**src/verilog/code_geometry_pkg.sv**
```systemverilog
// shape and sizing of the planar patch decoded by the union-find grid
// modules refer to these by scoped name, e.g. code_geometry_pkg::pu_count
package code_geometry_pkg;

    // one unit per Z-type stabilizer; columns run along the X distance
    localparam int grid_cols = 4;  // code distance X minus one
    localparam int grid_rows = 4;  // code distance Z

    localparam int pu_count = grid_cols * grid_rows;

    // a unit index is row * grid_cols + column, and roots use the same encoding
    localparam int address_width = 4;

    // growth counters per edge
    localparam int growth_width = 2;

    // uniform weight, all inner and boundary edges fill after this many steps
    localparam logic [growth_width-1:0] edge_weight = 2'd2;

    // growth iterations allowed before the round is flagged as deadlocked
    localparam int max_iterations = 16;

endpackage

```
**src/verilog/decoder_stage_pkg.sv**
```systemverilog
// stage encoding shared by the stage controller and the decoding grid
package decoder_stage_pkg;

    // one round walks idle -> load -> check -> (grow -> merge -> check)* -> result
    typedef enum logic [2:0] {
        stage_idle   = 3'd0,
        stage_load   = 3'd1,
        stage_grow   = 3'd2,
        stage_merge  = 3'd3,
        stage_check  = 3'd4,
        stage_result = 3'd5
    } stage_t;

    // wide enough for max_iterations with headroom
    localparam int iteration_width = 8;

endpackage

```
**src/verilog/processing_unit.sv**
```systemverilog
// one syndrome node of the grid: holds its defect bit and its cluster root
// and pulls in the smallest root across fully grown edges during merge
`timescale 1ns/1ps

module processing_unit #(
    parameter logic [code_geometry_pkg::address_width-1:0] unit_index = '0
) (
    input  logic                                               clk,
    input  logic                                               rst,
    input  decoder_stage_pkg::stage_t                          stage,
    input  logic                                               is_error_syndrome,
    // order is left, right, up, down
    input  logic [3:0][code_geometry_pkg::address_width-1:0]   neighbor_roots,
    input  logic [3:0]                                         neighbor_grown,
    output logic [code_geometry_pkg::address_width-1:0]        root,
    output logic                                               is_defect,
    output logic                                               root_changed
);

    logic [code_geometry_pkg::address_width-1:0] min_root;

    always_comb begin
        min_root = root;
        for (int d = 0; d < 4; d++) begin
            if (neighbor_grown[d] && (neighbor_roots[d] < min_root)) begin
                min_root = neighbor_roots[d];
            end
        end
    end

    // only meaningful while merging, the grid ORs these into has_message_flying
    assign root_changed = (stage == decoder_stage_pkg::stage_merge) && (min_root != root);

    always_ff @(posedge clk) begin
        if (rst) begin
            root      <= unit_index;
            is_defect <= 1'b0;
        end else begin
            case (stage)
                decoder_stage_pkg::stage_load: begin
                    root      <= unit_index;  // every unit starts as its own cluster
                    is_defect <= is_error_syndrome;
                end
                decoder_stage_pkg::stage_merge: begin
                    root <= min_root;
                end
                default: begin
                    root <= root;
                end
            endcase
        end
    end

endmodule

```
**src/verilog/edge_tracker.sv**
```systemverilog
// growth counter of one edge, fed by the odd flags of the units at its ends
// a boundary edge ties grow_b low
`timescale 1ns/1ps

module edge_tracker (
    input  logic                      clk,
    input  logic                      rst,
    input  decoder_stage_pkg::stage_t stage,
    input  logic                      grow_a,
    input  logic                      grow_b,
    output logic                      grown
);

    logic [code_geometry_pkg::growth_width-1:0] count;
    logic [code_geometry_pkg::growth_width:0]   sum;  // one spare bit before saturation

    assign sum = {1'b0, count}
               + {{code_geometry_pkg::growth_width{1'b0}}, grow_a}
               + {{code_geometry_pkg::growth_width{1'b0}}, grow_b};

    always_ff @(posedge clk) begin
        if (rst || (stage == decoder_stage_pkg::stage_load)) begin
            count <= '0;
        end else if (stage == decoder_stage_pkg::stage_grow) begin
            if (sum >= {1'b0, code_geometry_pkg::edge_weight}) begin
                count <= code_geometry_pkg::edge_weight;
            end else begin
                count <= sum[code_geometry_pkg::growth_width-1:0];
            end
        end
    end

    assign grown = (count == code_geometry_pkg::edge_weight);

endmodule

```
**src/verilog/cluster_tracker.sv**
```systemverilog
// combinational cluster bookkeeping: a unit is odd when its cluster holds
// an odd number of defects and no member touches a grown boundary edge
`timescale 1ns/1ps

module cluster_tracker (
    input  logic [code_geometry_pkg::pu_count*code_geometry_pkg::address_width-1:0] roots,
    input  logic [code_geometry_pkg::pu_count-1:0]                                  is_defects,
    input  logic [code_geometry_pkg::pu_count-1:0]                                  boundary_grown,
    output logic [code_geometry_pkg::pu_count-1:0]                                  is_odd_clusters
);

    localparam int aw = code_geometry_pkg::address_width;

    always_comb begin
        logic parity;
        logic touching;
        logic [aw-1:0] own_root;
        for (int i = 0; i < code_geometry_pkg::pu_count; i++) begin
            parity   = 1'b0;
            touching = 1'b0;
            own_root = roots[i*aw +: aw];
            // every member of the cluster sees the same totals
            for (int j = 0; j < code_geometry_pkg::pu_count; j++) begin
                if (roots[j*aw +: aw] == own_root) begin
                    parity   = parity ^ is_defects[j];
                    touching = touching | boundary_grown[j];
                end
            end
            is_odd_clusters[i] = parity & ~touching;
        end
    end

endmodule

```
**src/verilog/decoding_grid.sv**
```systemverilog
// array of processing units with their inner and boundary edges
// reports root activity during merge and a registered odd-cluster flag
`timescale 1ns/1ps

module decoding_grid (
    input  logic                                                                    clk,
    input  logic                                                                    rst,
    input  decoder_stage_pkg::stage_t                                               stage,
    input  logic [code_geometry_pkg::pu_count-1:0]                                  is_error_syndromes,
    output logic [code_geometry_pkg::pu_count*code_geometry_pkg::address_width-1:0] roots,
    output logic                                                                    has_message_flying,
    output logic                                                                    has_odd_clusters
);

    localparam int aw = code_geometry_pkg::address_width;
    localparam int cols = code_geometry_pkg::grid_cols;
    localparam int rows = code_geometry_pkg::grid_rows;
    localparam int n = code_geometry_pkg::pu_count;

    logic [n-1:0] is_defects;
    logic [n-1:0] root_changed;
    logic [n-1:0] is_odd_clusters;
    logic [n-1:0] right_grown;     // edge to the unit at column + 1
    logic [n-1:0] down_grown;      // edge to the unit at row + 1
    logic [n-1:0] boundary_grown;

    for (genvar r = 0; r < rows; r++) begin : g_row
        for (genvar c = 0; c < cols; c++) begin : g_col
            localparam int unit = r * cols + c;

            logic [3:0][aw-1:0] nbr_roots;
            logic [3:0]         nbr_grown;

            if (c > 0) begin : g_left
                assign nbr_roots[0] = roots[(unit-1)*aw +: aw];
                assign nbr_grown[0] = right_grown[unit-1];
            end else begin : g_no_left
                assign nbr_roots[0] = '0;
                assign nbr_grown[0] = 1'b0;
            end

            if (c < cols - 1) begin : g_right
                edge_tracker u_edge_right (
                    .clk(clk), .rst(rst), .stage(stage),
                    .grow_a(is_odd_clusters[unit]),
                    .grow_b(is_odd_clusters[unit+1]),
                    .grown(right_grown[unit])
                );
                assign nbr_roots[1] = roots[(unit+1)*aw +: aw];
                assign nbr_grown[1] = right_grown[unit];
            end else begin : g_no_right
                assign right_grown[unit] = 1'b0;
                assign nbr_roots[1] = '0;
                assign nbr_grown[1] = 1'b0;
            end

            if (r > 0) begin : g_up
                assign nbr_roots[2] = roots[(unit-cols)*aw +: aw];
                assign nbr_grown[2] = down_grown[unit-cols];
            end else begin : g_no_up
                assign nbr_roots[2] = '0;
                assign nbr_grown[2] = 1'b0;
            end

            if (r < rows - 1) begin : g_down
                edge_tracker u_edge_down (
                    .clk(clk), .rst(rst), .stage(stage),
                    .grow_a(is_odd_clusters[unit]),
                    .grow_b(is_odd_clusters[unit+cols]),
                    .grown(down_grown[unit])
                );
                assign nbr_roots[3] = roots[(unit+cols)*aw +: aw];
                assign nbr_grown[3] = down_grown[unit];
            end else begin : g_no_down
                assign down_grown[unit] = 1'b0;
                assign nbr_roots[3] = '0;
                assign nbr_grown[3] = 1'b0;
            end

            // left and right columns sit next to the code boundary
            if ((c == 0) || (c == cols - 1)) begin : g_boundary
                edge_tracker u_edge_boundary (
                    .clk(clk), .rst(rst), .stage(stage),
                    .grow_a(is_odd_clusters[unit]),
                    .grow_b(1'b0),
                    .grown(boundary_grown[unit])
                );
            end else begin : g_inner
                assign boundary_grown[unit] = 1'b0;
            end

            processing_unit #(
                .unit_index(unit[aw-1:0])
            ) u_processing_unit (
                .clk(clk),
                .rst(rst),
                .stage(stage),
                .is_error_syndrome(is_error_syndromes[unit]),
                .neighbor_roots(nbr_roots),
                .neighbor_grown(nbr_grown),
                .root(roots[unit*aw +: aw]),
                .is_defect(is_defects[unit]),
                .root_changed(root_changed[unit])
            );
        end
    end

    cluster_tracker u_cluster_tracker (
        .roots(roots),
        .is_defects(is_defects),
        .boundary_grown(boundary_grown),
        .is_odd_clusters(is_odd_clusters)
    );

    assign has_message_flying = |root_changed;

    always_ff @(posedge clk) begin
        if (rst) begin
            has_odd_clusters <= 1'b0;
        end else begin
            has_odd_clusters <= |is_odd_clusters;  // settles on the second check cycle
        end
    end

endmodule

```
**src/verilog/decoder_stage_controller.sv**
```systemverilog
// stage FSM of the decoder: steps the grid through load, check, grow and merge
// and keeps iteration and cycle counts plus the held result flags
`timescale 1ns/1ps

module decoder_stage_controller (
    input  logic                                          clk,
    input  logic                                          rst,
    input  logic                                          new_round_start,
    input  logic                                          has_message_flying,
    input  logic                                          has_odd_clusters,
    output decoder_stage_pkg::stage_t                     stage,
    output logic                                          result_valid,
    output logic [decoder_stage_pkg::iteration_width-1:0] iteration_counter,
    output logic [31:0]                                   cycle_counter,
    output logic                                          deadlock
);

    localparam logic [decoder_stage_pkg::iteration_width-1:0] iteration_limit =
        code_geometry_pkg::max_iterations[decoder_stage_pkg::iteration_width-1:0];

    logic check_second;  // second check cycle, has_odd_clusters is valid here

    always_ff @(posedge clk) begin
        if (rst) begin
            stage             <= decoder_stage_pkg::stage_idle;
            check_second      <= 1'b0;
            result_valid      <= 1'b0;
            deadlock          <= 1'b0;
            iteration_counter <= '0;
            cycle_counter     <= '0;
        end else begin
            if ((stage != decoder_stage_pkg::stage_idle) &&
                (stage != decoder_stage_pkg::stage_result)) begin
                cycle_counter <= cycle_counter + 32'd1;
            end
            case (stage)
                decoder_stage_pkg::stage_idle, decoder_stage_pkg::stage_result: begin
                    if (new_round_start) begin
                        stage             <= decoder_stage_pkg::stage_load;
                        result_valid      <= 1'b0;
                        deadlock          <= 1'b0;
                        iteration_counter <= '0;
                        cycle_counter     <= '0;
                    end
                end
                decoder_stage_pkg::stage_load: begin
                    stage        <= decoder_stage_pkg::stage_check;
                    check_second <= 1'b0;
                end
                decoder_stage_pkg::stage_check: begin
                    check_second <= ~check_second;
                    if (check_second) begin
                        if (!has_odd_clusters) begin
                            stage        <= decoder_stage_pkg::stage_result;
                            result_valid <= 1'b1;
                        end else if (iteration_counter >= iteration_limit) begin
                            stage        <= decoder_stage_pkg::stage_result;
                            result_valid <= 1'b1;
                            deadlock     <= 1'b1;  // still odd after the last allowed growth
                        end else begin
                            stage             <= decoder_stage_pkg::stage_grow;
                            iteration_counter <= iteration_counter + 1'b1;
                        end
                    end
                end
                decoder_stage_pkg::stage_grow: begin
                    stage <= decoder_stage_pkg::stage_merge;
                end
                decoder_stage_pkg::stage_merge: begin
                    // roots have converged once no unit changes in a cycle
                    if (!has_message_flying) begin
                        stage <= decoder_stage_pkg::stage_check;
                    end
                end
                default: begin
                    stage <= decoder_stage_pkg::stage_idle;
                end
            endcase
        end
    end

endmodule

```
**src/verilog/decoder_with_stage_controller.sv**
```systemverilog
// union-find decoder top level: the decoding grid driven by the stage controller
// pulse new_round_start with syndromes applied, read results while result_valid is high
`timescale 1ns/1ps

module decoder_with_stage_controller (
    input  logic                                                                    clk,
    input  logic                                                                    rst,
    input  logic                                                                    new_round_start,
    input  logic [code_geometry_pkg::pu_count-1:0]                                  is_error_syndromes,
    output logic [code_geometry_pkg::pu_count*code_geometry_pkg::address_width-1:0] roots,
    output logic                                                                    result_valid,
    output logic [decoder_stage_pkg::iteration_width-1:0]                           iteration_counter,
    output logic [31:0]                                                             cycle_counter,
    output logic                                                                    deadlock
);

    decoder_stage_pkg::stage_t stage;
    logic                      has_message_flying;
    logic                      has_odd_clusters;

    // roots only move in load and merge, so they hold through result
    decoding_grid u_decoding_grid (
        .clk(clk),
        .rst(rst),
        .stage(stage),
        .is_error_syndromes(is_error_syndromes),
        .roots(roots),
        .has_message_flying(has_message_flying),
        .has_odd_clusters(has_odd_clusters)
    );

    decoder_stage_controller u_decoder_stage_controller (
        .clk(clk),
        .rst(rst),
        .new_round_start(new_round_start),
        .has_message_flying(has_message_flying),
        .has_odd_clusters(has_odd_clusters),
        .stage(stage),
        .result_valid(result_valid),
        .iteration_counter(iteration_counter),
        .cycle_counter(cycle_counter),
        .deadlock(deadlock)
    );

endmodule

```
**config.mk**
```make
export PLATFORM = sky130hd
export DESIGN_NAME = decoder_with_stage_controller
export DESIGN_NICKNAME = d
export VERILOG_FILES = /design/src/verilog/code_geometry_pkg.sv /design/src/verilog/decoder_stage_pkg.sv /design/src/verilog/processing_unit.sv /design/src/verilog/edge_tracker.sv /design/src/verilog/cluster_tracker.sv /design/src/verilog/decoding_grid.sv /design/src/verilog/decoder_stage_controller.sv /design/src/verilog/decoder_with_stage_controller.sv
export SDC_FILE = /design/constraint.sdc
export NUM_CORES = 1
export LEC_CHECK = 0
export BUFFER_PORTS_ARGS = -buffer_cell sky130_fd_sc_hd__buf_2
export CORE_AREA = 2 2 326 328
export DETAILED_ROUTE_END_ITERATION = 8
export DIE_AREA = 0 0 328 330
export PLACE_DENSITY = 0.55
export SETUP_SLACK_MARGIN = 0.05
export SYNTH_ARGS = -nofsm -noshare
export SYNTH_HDL_FRONTEND = slang
export SYNTH_HIERARCHICAL = 1
export SYNTH_SLANG_ARGS = --single-unit
export TNS_END_PERCENT = 10
```
**constraint.sdc**
```tcl
create_clock -name clk -period 14 [get_ports clk]
set_input_delay 2.8 -clock clk [delete_from_list [all_inputs] [get_ports clk]]
set_output_delay 2.8 -clock clk [all_outputs]
set_load 0.02 [all_outputs]
```
Yosys cells after proc, flatten, opt, wreduce, memory -nomap -nowiden --
Cells that the tools add are included.
Operators by class: add/sub/neg operators 58, magnitude comparators 81, equal/unequal tests 301, mux-type cells 479, bitwise operators 385, reduce and logical (&&, ||, !) cells 78
Operators with widths (count):
- 4-bit equality test | 240
- 1-bit two-way mux | 366
- 1-bit bitwise XOR | 240
- 4-bit < comparator | 48
- 4-bit two-way mux | 48
- 4-bit one-hot mux with 2 select lines | 16
- 1-bit OR | 112
- 2-bit by 1-bit adder with 3-bit output | 32
- 3-bit by 2-bit >= comparator with 1-bit output, second input constant | 32
- 32-bit two-way mux | 3
- 3-bit by 1-bit adder with 3-bit output | 24
- 1-bit logical AND | 65
- 2-bit equality test, second input constant | 32
- 2-bit two-way mux | 32
- 4-bit != test | 16
- 32-bit by 1-bit adder with 32-bit output, second input constant | 1
- 8-bit two-way mux | 4
- 16-bit OR reduction | 2
- 1-bit inverter | 17
- 1-bit AND | 16
- 8-bit one-hot mux with 2 select lines | 1
- 3-bit two-way mux | 5
- 3-bit one-hot mux with 5 select lines | 1
- 5-bit AND reduction | 2
- other kinds (17) | 27
Word-level totals: register bits after elaboration 191, word-level logic and storage cells 1453

Longest topological paths before layout --
depth in word-level cells 36, gate-level depth with buffers 35

Hierarchy --
The synthesis kept the hierarchy.
By module, submodules not included:
- cluster_tracker | instances 1, cells each 1600, area an instance 12969.9 um^2, sequential area each 0.0 um^2
- edge_tracker at u_decoding_grid.g_row[0].g_col[0].g_boundary.u_edge_boundary ... | instances 31, cells each 18, area an instance 163.9 um^2, sequential area each 40.0 um^2
- decoder_stage_controller | instances 1, cells each 285, area an instance 2377.3 um^2, sequential area each 920.9 um^2
- processing_unit at u_decoding_grid.g_row[1].g_col[1].u_processing_unit | instances 1, cells each 166, area an instance 1376.3 um^2, sequential area each 100.1 um^2
- processing_unit at u_decoding_grid.g_row[3].g_col[0].u_processing_unit | instances 1, cells each 166, area an instance 1372.6 um^2, sequential area each 100.1 um^2
- processing_unit at u_decoding_grid.g_row[1].g_col[0].u_processing_unit | instances 1, cells each 166, area an instance 1335.0 um^2, sequential area each 100.1 um^2
- processing_unit at u_decoding_grid.g_row[0].g_col[1].u_processing_unit | instances 1, cells each 170, area an instance 1323.8 um^2, sequential area each 100.1 um^2
- processing_unit at u_decoding_grid.g_row[3].g_col[1].u_processing_unit | instances 1, cells each 167, area an instance 1322.5 um^2, sequential area each 100.1 um^2
- processing_unit at u_decoding_grid.g_row[0].g_col[0].u_processing_unit | instances 1, cells each 171, area an instance 1308.8 um^2, sequential area each 100.1 um^2
- processing_unit at u_decoding_grid.g_row[2].g_col[1].u_processing_unit | instances 1, cells each 159, area an instance 1251.2 um^2, sequential area each 100.1 um^2
- processing_unit at u_decoding_grid.g_row[2].g_col[0].u_processing_unit | instances 1, cells each 159, area an instance 1248.7 um^2, sequential area each 100.1 um^2
- processing_unit at u_decoding_grid.g_row[0].g_col[3].u_processing_unit | instances 1, cells each 128, area an instance 1104.8 um^2, sequential area each 100.1 um^2
- processing_unit at u_decoding_grid.g_row[2].g_col[2].u_processing_unit | instances 1, cells each 117, area an instance 1039.7 um^2, sequential area each 100.1 um^2
- processing_unit at u_decoding_grid.g_row[3].g_col[3].u_processing_unit | instances 1, cells each 129, area an instance 1038.5 um^2, sequential area each 100.1 um^2
- 7 more rows

Least setup slack after synthesis --
Ideal clock, no wire load.
path type flip-flop to flip-flop, start point reg u_decoding_grid/g_row[1].g_col[1].u_processing_unit/root[1] in the netlist's numbering, end point reg u_decoder_stage_controller.stage[0], library setup time 0.134 ns, arrival time 7.995 ns, data required time 13.866 ns, slack 5.871 ns, cell stages (with the launch flop) 32, cell sequence dfxtp_1 inv_1 ha_1 or3b_4 a211oi_4 nor2_1 a21oi_1 ha_1 o2111a_1 a21oi_1 and3_1 mux2i_1 inv_1 ha_1 nand2_1 a2111oi_2 nor2_2 a22oi_2 mux2_4 inv_1 ha_1 a2111oi_0 nand2b_1 a211oi_1 a2111o_1 a21oi_1 nor4_1 a31oi_1 nor4_1 nand4_1 a211oi_1 a2111oi_0
On the way: word-level cells in the longest chain between the ends 17, elaborated cells on any way between the ends 55
RTL lines:
- from (decl) | RTL line processing_unit.sv:15 | output logic [code_geometry_pkg::address_width-1:0] root,
- from (signal assigned) | RTL line processing_unit.sv:36 | root <= unit_index;
- from (signal assigned) | RTL line processing_unit.sv:41 | root <= unit_index;
- from (signal assigned) | RTL line processing_unit.sv:45 | root <= min_root;
- 4-bit < comparator | RTL line processing_unit.sv:25 | if (neighbor_grown[d] && (neighbor_roots[d] < min_root)) begin
- 1-bit logical AND | RTL line processing_unit.sv:25
- 4-bit two-way mux | RTL line processing_unit.sv:25
- 4-bit < comparator | RTL line processing_unit.sv:25
- 1-bit logical AND | RTL line processing_unit.sv:25
- 4-bit two-way mux | RTL line processing_unit.sv:25
- 4-bit < comparator | RTL line processing_unit.sv:25
- 1-bit logical AND | RTL line processing_unit.sv:25
- (+3 left out)
- 4-bit two-way mux | RTL line processing_unit.sv:25
- 4-bit != test * | RTL line processing_unit.sv:32 | assign root_changed = (stage == decoder_stage_pkg::stage_merge) && (min_root != root);
- 1-bit logical AND * | RTL line processing_unit.sv:32
- via u_decoding_grid.root_changed[5] | RTL line decoding_grid.sv:21 | logic [n-1:0] root_changed;
- 16-bit OR reduction * | RTL line decoding_grid.sv:115 | assign has_message_flying = |root_changed;
- via has_message_flying | RTL line decoder_with_stage_controller.sv:18 | logic has_message_flying;
- 2-bit != test (no source line) *
- 3-bit AND reduction (no source line) *
- to (signal assigned) | RTL line decoder_stage_controller.sv:25 | stage <= decoder_stage_pkg::stage_idle;
- to (signal assigned) | RTL line decoder_stage_controller.sv:39 | stage <= decoder_stage_pkg::stage_load;
- to (signal assigned) | RTL line decoder_stage_controller.sv:47 | stage <= decoder_stage_pkg::stage_check;
- to (decl) | RTL line decoder_stage_controller.sv:11 | output decoder_stage_pkg::stage_t stage,
The timed path passes the listed nets; every way through them passes the cells marked *. A chain may end at the register's enable or synchronous reset.

Final worst setup path --
start point reg u_decoding_grid/g_row[1].g_col[0].u_processing_unit/root[1] in the netlist's numbering, end point reg u_decoder_stage_controller.stage[0]
On the way: word-level cells in the longest chain between the ends 17, elaborated cells on any way between the ends 41
RTL lines (RTL line):
- from (decl) | processing_unit.sv:15
- from (signal assigned) | processing_unit.sv:36
- from (signal assigned) | processing_unit.sv:41
- from (signal assigned) | processing_unit.sv:45
- 4-bit < comparator | processing_unit.sv:25
- 1-bit logical AND | processing_unit.sv:25
- 4-bit two-way mux * | processing_unit.sv:25
- 4-bit < comparator | processing_unit.sv:25
- 1-bit logical AND | processing_unit.sv:25
- 4-bit two-way mux * | processing_unit.sv:25
- 4-bit < comparator | processing_unit.sv:25
- 1-bit logical AND | processing_unit.sv:25
- (+3 left out)
- 4-bit two-way mux * | processing_unit.sv:25
- 4-bit != test * | processing_unit.sv:32
- 1-bit logical AND * | processing_unit.sv:32
- via u_decoding_grid.root_changed[5] | decoding_grid.sv:21
- 16-bit OR reduction * | decoding_grid.sv:115
- via has_message_flying | decoder_with_stage_controller.sv:18
- 2-bit != test (no source line) *
- 3-bit AND reduction (no source line) *
Marked as above.

==> reports/results.ini <==
[status]
status=complete, but fails checks
violations=DRC, slew limit

[final_layout]
final_nets=5263
layout_common_cells=xnor2_1, inv_1, conb_1, o211ai_1, nor2_1
regArea_sq_um=3897
area_delta_synth_final_pct=7.377
fin_util_pct=40.45
multi_input_area_sq_um=33200
layout-drive-gt1-share_pct=15.00
layout_commonest_cell=xnor2_1
fill_cells=10800

[setup_path]
r2r_end=u_decoder_stage_controller/stage[0]$_SDFFE_PP0P_
r2r_slack_ns=4.47
cp_slowest_cell=dfxtp_2
endpoint_kind=register
critical_path_peak_fanout=32
crit_type=reg -> reg
worstPathRequired_ns=14.37
cp.arrival_ns=9.89
cpPeakStageDelay_ns=0.97
reg2regPathDepth=31
cp-start-kind=register
path_common_cell=ha_1

[placed_design]
place.gp.congestion=1.057
io_buffer_count=124
post-dp-hpwl_microns=124600

[yosys]
synth_edf_count=0
yosys_warnings=6
synth.distinct_cells=142
synthArstFlopShare_pct=0
seq_area_frac_synth_pct=9.696
netlist_area_sq_um=39440
ys_ff_latch=191
avgSynthCellArea_sq_um=8.243
syn_inst=4784
synth_ff_type=dfxtp_1

[drt]
drt-initial-drc-count=4980
vias_per_cell=6.562
dr.pass1.iters=9
post_drt_wl_per_cell_microns=27.80
via_count=42310
drcViolationCount=1
ant_nets=0
finalWirelength_microns=179200

[floorplanning]
die_h_microns=330
num_io_pins=125
num_rows=119
start_util_pct=37.68
core-area_sq_um=104700
die_x_microns=328
dieArea_sq_um=108200

[timing]
hold_violations=0
fin_setup_tns_ns=0
rsz0062_at_grt=false
min_period_over_period_pct=68.05
fmax_mhz=105.0
setup_viol=0
skew_ns=0.03294
tightest_slew_ns=1.573
slew_headroom_pct=-7.576
fin_crit_ns=9.527
slew_viol_final=5

[job]
maxCapViolCount=0

[cts]
path_clk_slew_ns=0.10
clk_latency_ns=0.55
numCtsBuffers=17
cts_sinks=191
cts_resized=0
clockBufferDepth=2
cts-htree-levels=4
cts_tree=yes
post_cts_buffers=0
cts_root_buf=clkbuf_16
cts_hold_buf=0

[min_path]
min_to=u_decoder_stage_controller/result_valid$_SDFFE_PP0P_
hold_path.class=reg -> reg
min_from=u_decoder_stage_controller/result_valid$_SDFFE_PP0P_
min_delay_path_depth=1

[global_routing]
track_usage_pct=31.86
grt_max_degree=74
overflow=0
antenna_found_initial=8
grt_pass1_vias=39660
grt_first_pass_wirelength_microns=261500

[pwr]
cellPowerDensity_nw_per_um2=42.86
ir_drop_mv=0.09066
cellLeakagePower_nw=14.92

## how the worst max path moves through the flow
stage | startpoint | to | slack, ns | cells after the start
global route | register | u_decoder_stage_controller/stage[0]$_SDFFE_PP0P_ | 3.83 | 31
floorplan | register | u_decoder_stage_controller/stage[0]$_SDFFE_PP0P_ | 5.87 | 31
CTS | register | u_decoder_stage_controller/stage[0]$_SDFFE_PP0P_ | 4.61 | 31
detailed placement | register | u_decoder_stage_controller/stage[0]$_SDFFE_PP0P_ | 4.68 | 31
finish | register | u_decoder_stage_controller/stage[0]$_SDFFE_PP0P_ | 4.47 | 31
global placement | register | u_decoder_stage_controller/stage[0]$_SDFFE_PP0P_ | 4.76 | 31
## sequential cells by signal, indices dropped and copies added (netlist names)
| name | flops |
|---|---|
| u_decoder_stage_controller/stage | 3 |
| u_decoder_stage_controller/deadlock | 1 |
| u_decoder_stage_controller/iteration_counter | 8 |
| u_decoder_stage_controller/check_second | 1 |
| u_decoding_grid/g_row.g_col.g_boundary.u_edge_boundary/count | 16 |
| u_decoder_stage_controller/result_valid | 1 |
| u_decoding_grid/has_odd_clusters | 1 |
| u_decoding_grid/g_row.g_col.u_processing_unit/is_defect | 16 |
| u_decoding_grid/g_row.g_col.g_down.u_edge_down/count | 24 |
| u_decoder_stage_controller/cycle_counter | 32 |
| u_decoding_grid/g_row.g_col.u_processing_unit/root | 64 |
| u_decoding_grid/g_row.g_col.g_right.u_edge_right/count | 24 |
## synthesized netlist by cell type (all sizes together) (72+ instances only)
master | n | share of area [%]
a22oi | 169 | 3.2
o32ai | 72 | 1.6
o21ai | 79 | 1.0
xnor2 | 524 | 12
dfxtp | 191 | 9.7
mux2 | 74 | 2.5
nand4 | 188 | 3.0
a211oi | 201 | 4.3
and4 | 130 | 3.0
mux2i | 125 | 3.3
ha | 171 | 5.4
nor2b | 139 | 2.8
a21oi | 212 | 2.7
clkbuf | 95 | 0.93
or2 | 77 | 1.2
buf | 159 | 4.2
inv | 364 | 3.5
o211ai | 241 | 4.9
nand2b | 155 | 2.5
nor2 | 230 | 2.2
nand2 | 147 | 1.4
a211o | 92 | 2.1
## power breakdown
group / leakage, nW / switching [mW] / total (mW) / internal (mW)
sequential: 1.55 / 0.0126 / 0.567 / 0.554
clock: 0.306 / 0.323 / 0.574 / 0.251
combinational: 13.1 / 0.462 / 0.674 / 0.212
## per-stage QoR
stage               setup slack, ns  power, mW  instance area, sq um  cells  hold slack (ns)
global route                  3.832      1.890                 42340   6445           0.4953
floorplan                     5.871      1.034                 40380   5036           0.4441
detailed placement            4.677      1.209                 41700   6412           0.4566
finish                        4.473      1.815                 42340   6447           0.4754
CTS                           4.609      1.789                 42340   6444           0.4794
global placement              4.763      1.206                 41700   6412           0.4488
## logic make-up after synthesis
logic type      Yosys count  synth area share, %
fa+ha+maj               206                7.136
xor+xnor                537                11.96
simple gates           1423                23.03
flops                   191                9.696
other cells               1             0.009509
buf+inv                 618                8.579
compound gates         1609                33.84
mux                     199                5.740
## final cells by class
cell class,instances,share of cell area [%]
antenna,2,0.01182
sequential,191,9.204
multi-input combinational,4227,78.41
tap,1391,4.110
timing repair buffer,240,3.528
clock inverter,15,0.4994
inverter,364,3.227
clock buffer,17,1.005
## worst max-delay path, delay by kind of cell, from the launching register on
kind                     cells  cell delay, ns
multiplexers                 2            0.67
AO/OA/AOI/OAI               14            3.98
adder cells (fa/ha/maj)      4            1.38
buffers and inverters        3            0.36
AND/OR/NAND/NOR              8            1.98
flip-flops                   1            0.97
## per-layer routing
| layer | part of all wire [%] | up-vias | track usage [%] |
|---|---|---|---|
| met1 | 41 | 20380 | 40.73 |
| met3 | 11 | 715 | 9.777 |
| met5 | 0.057 | - | 0.2174 |
| met2 | 41 | 2419 | 47.46 |
| li1 | - | 18790 | - |
| met4 | 6.7 | 10 | 17.72 |
(Power assumes the default switching activity.)
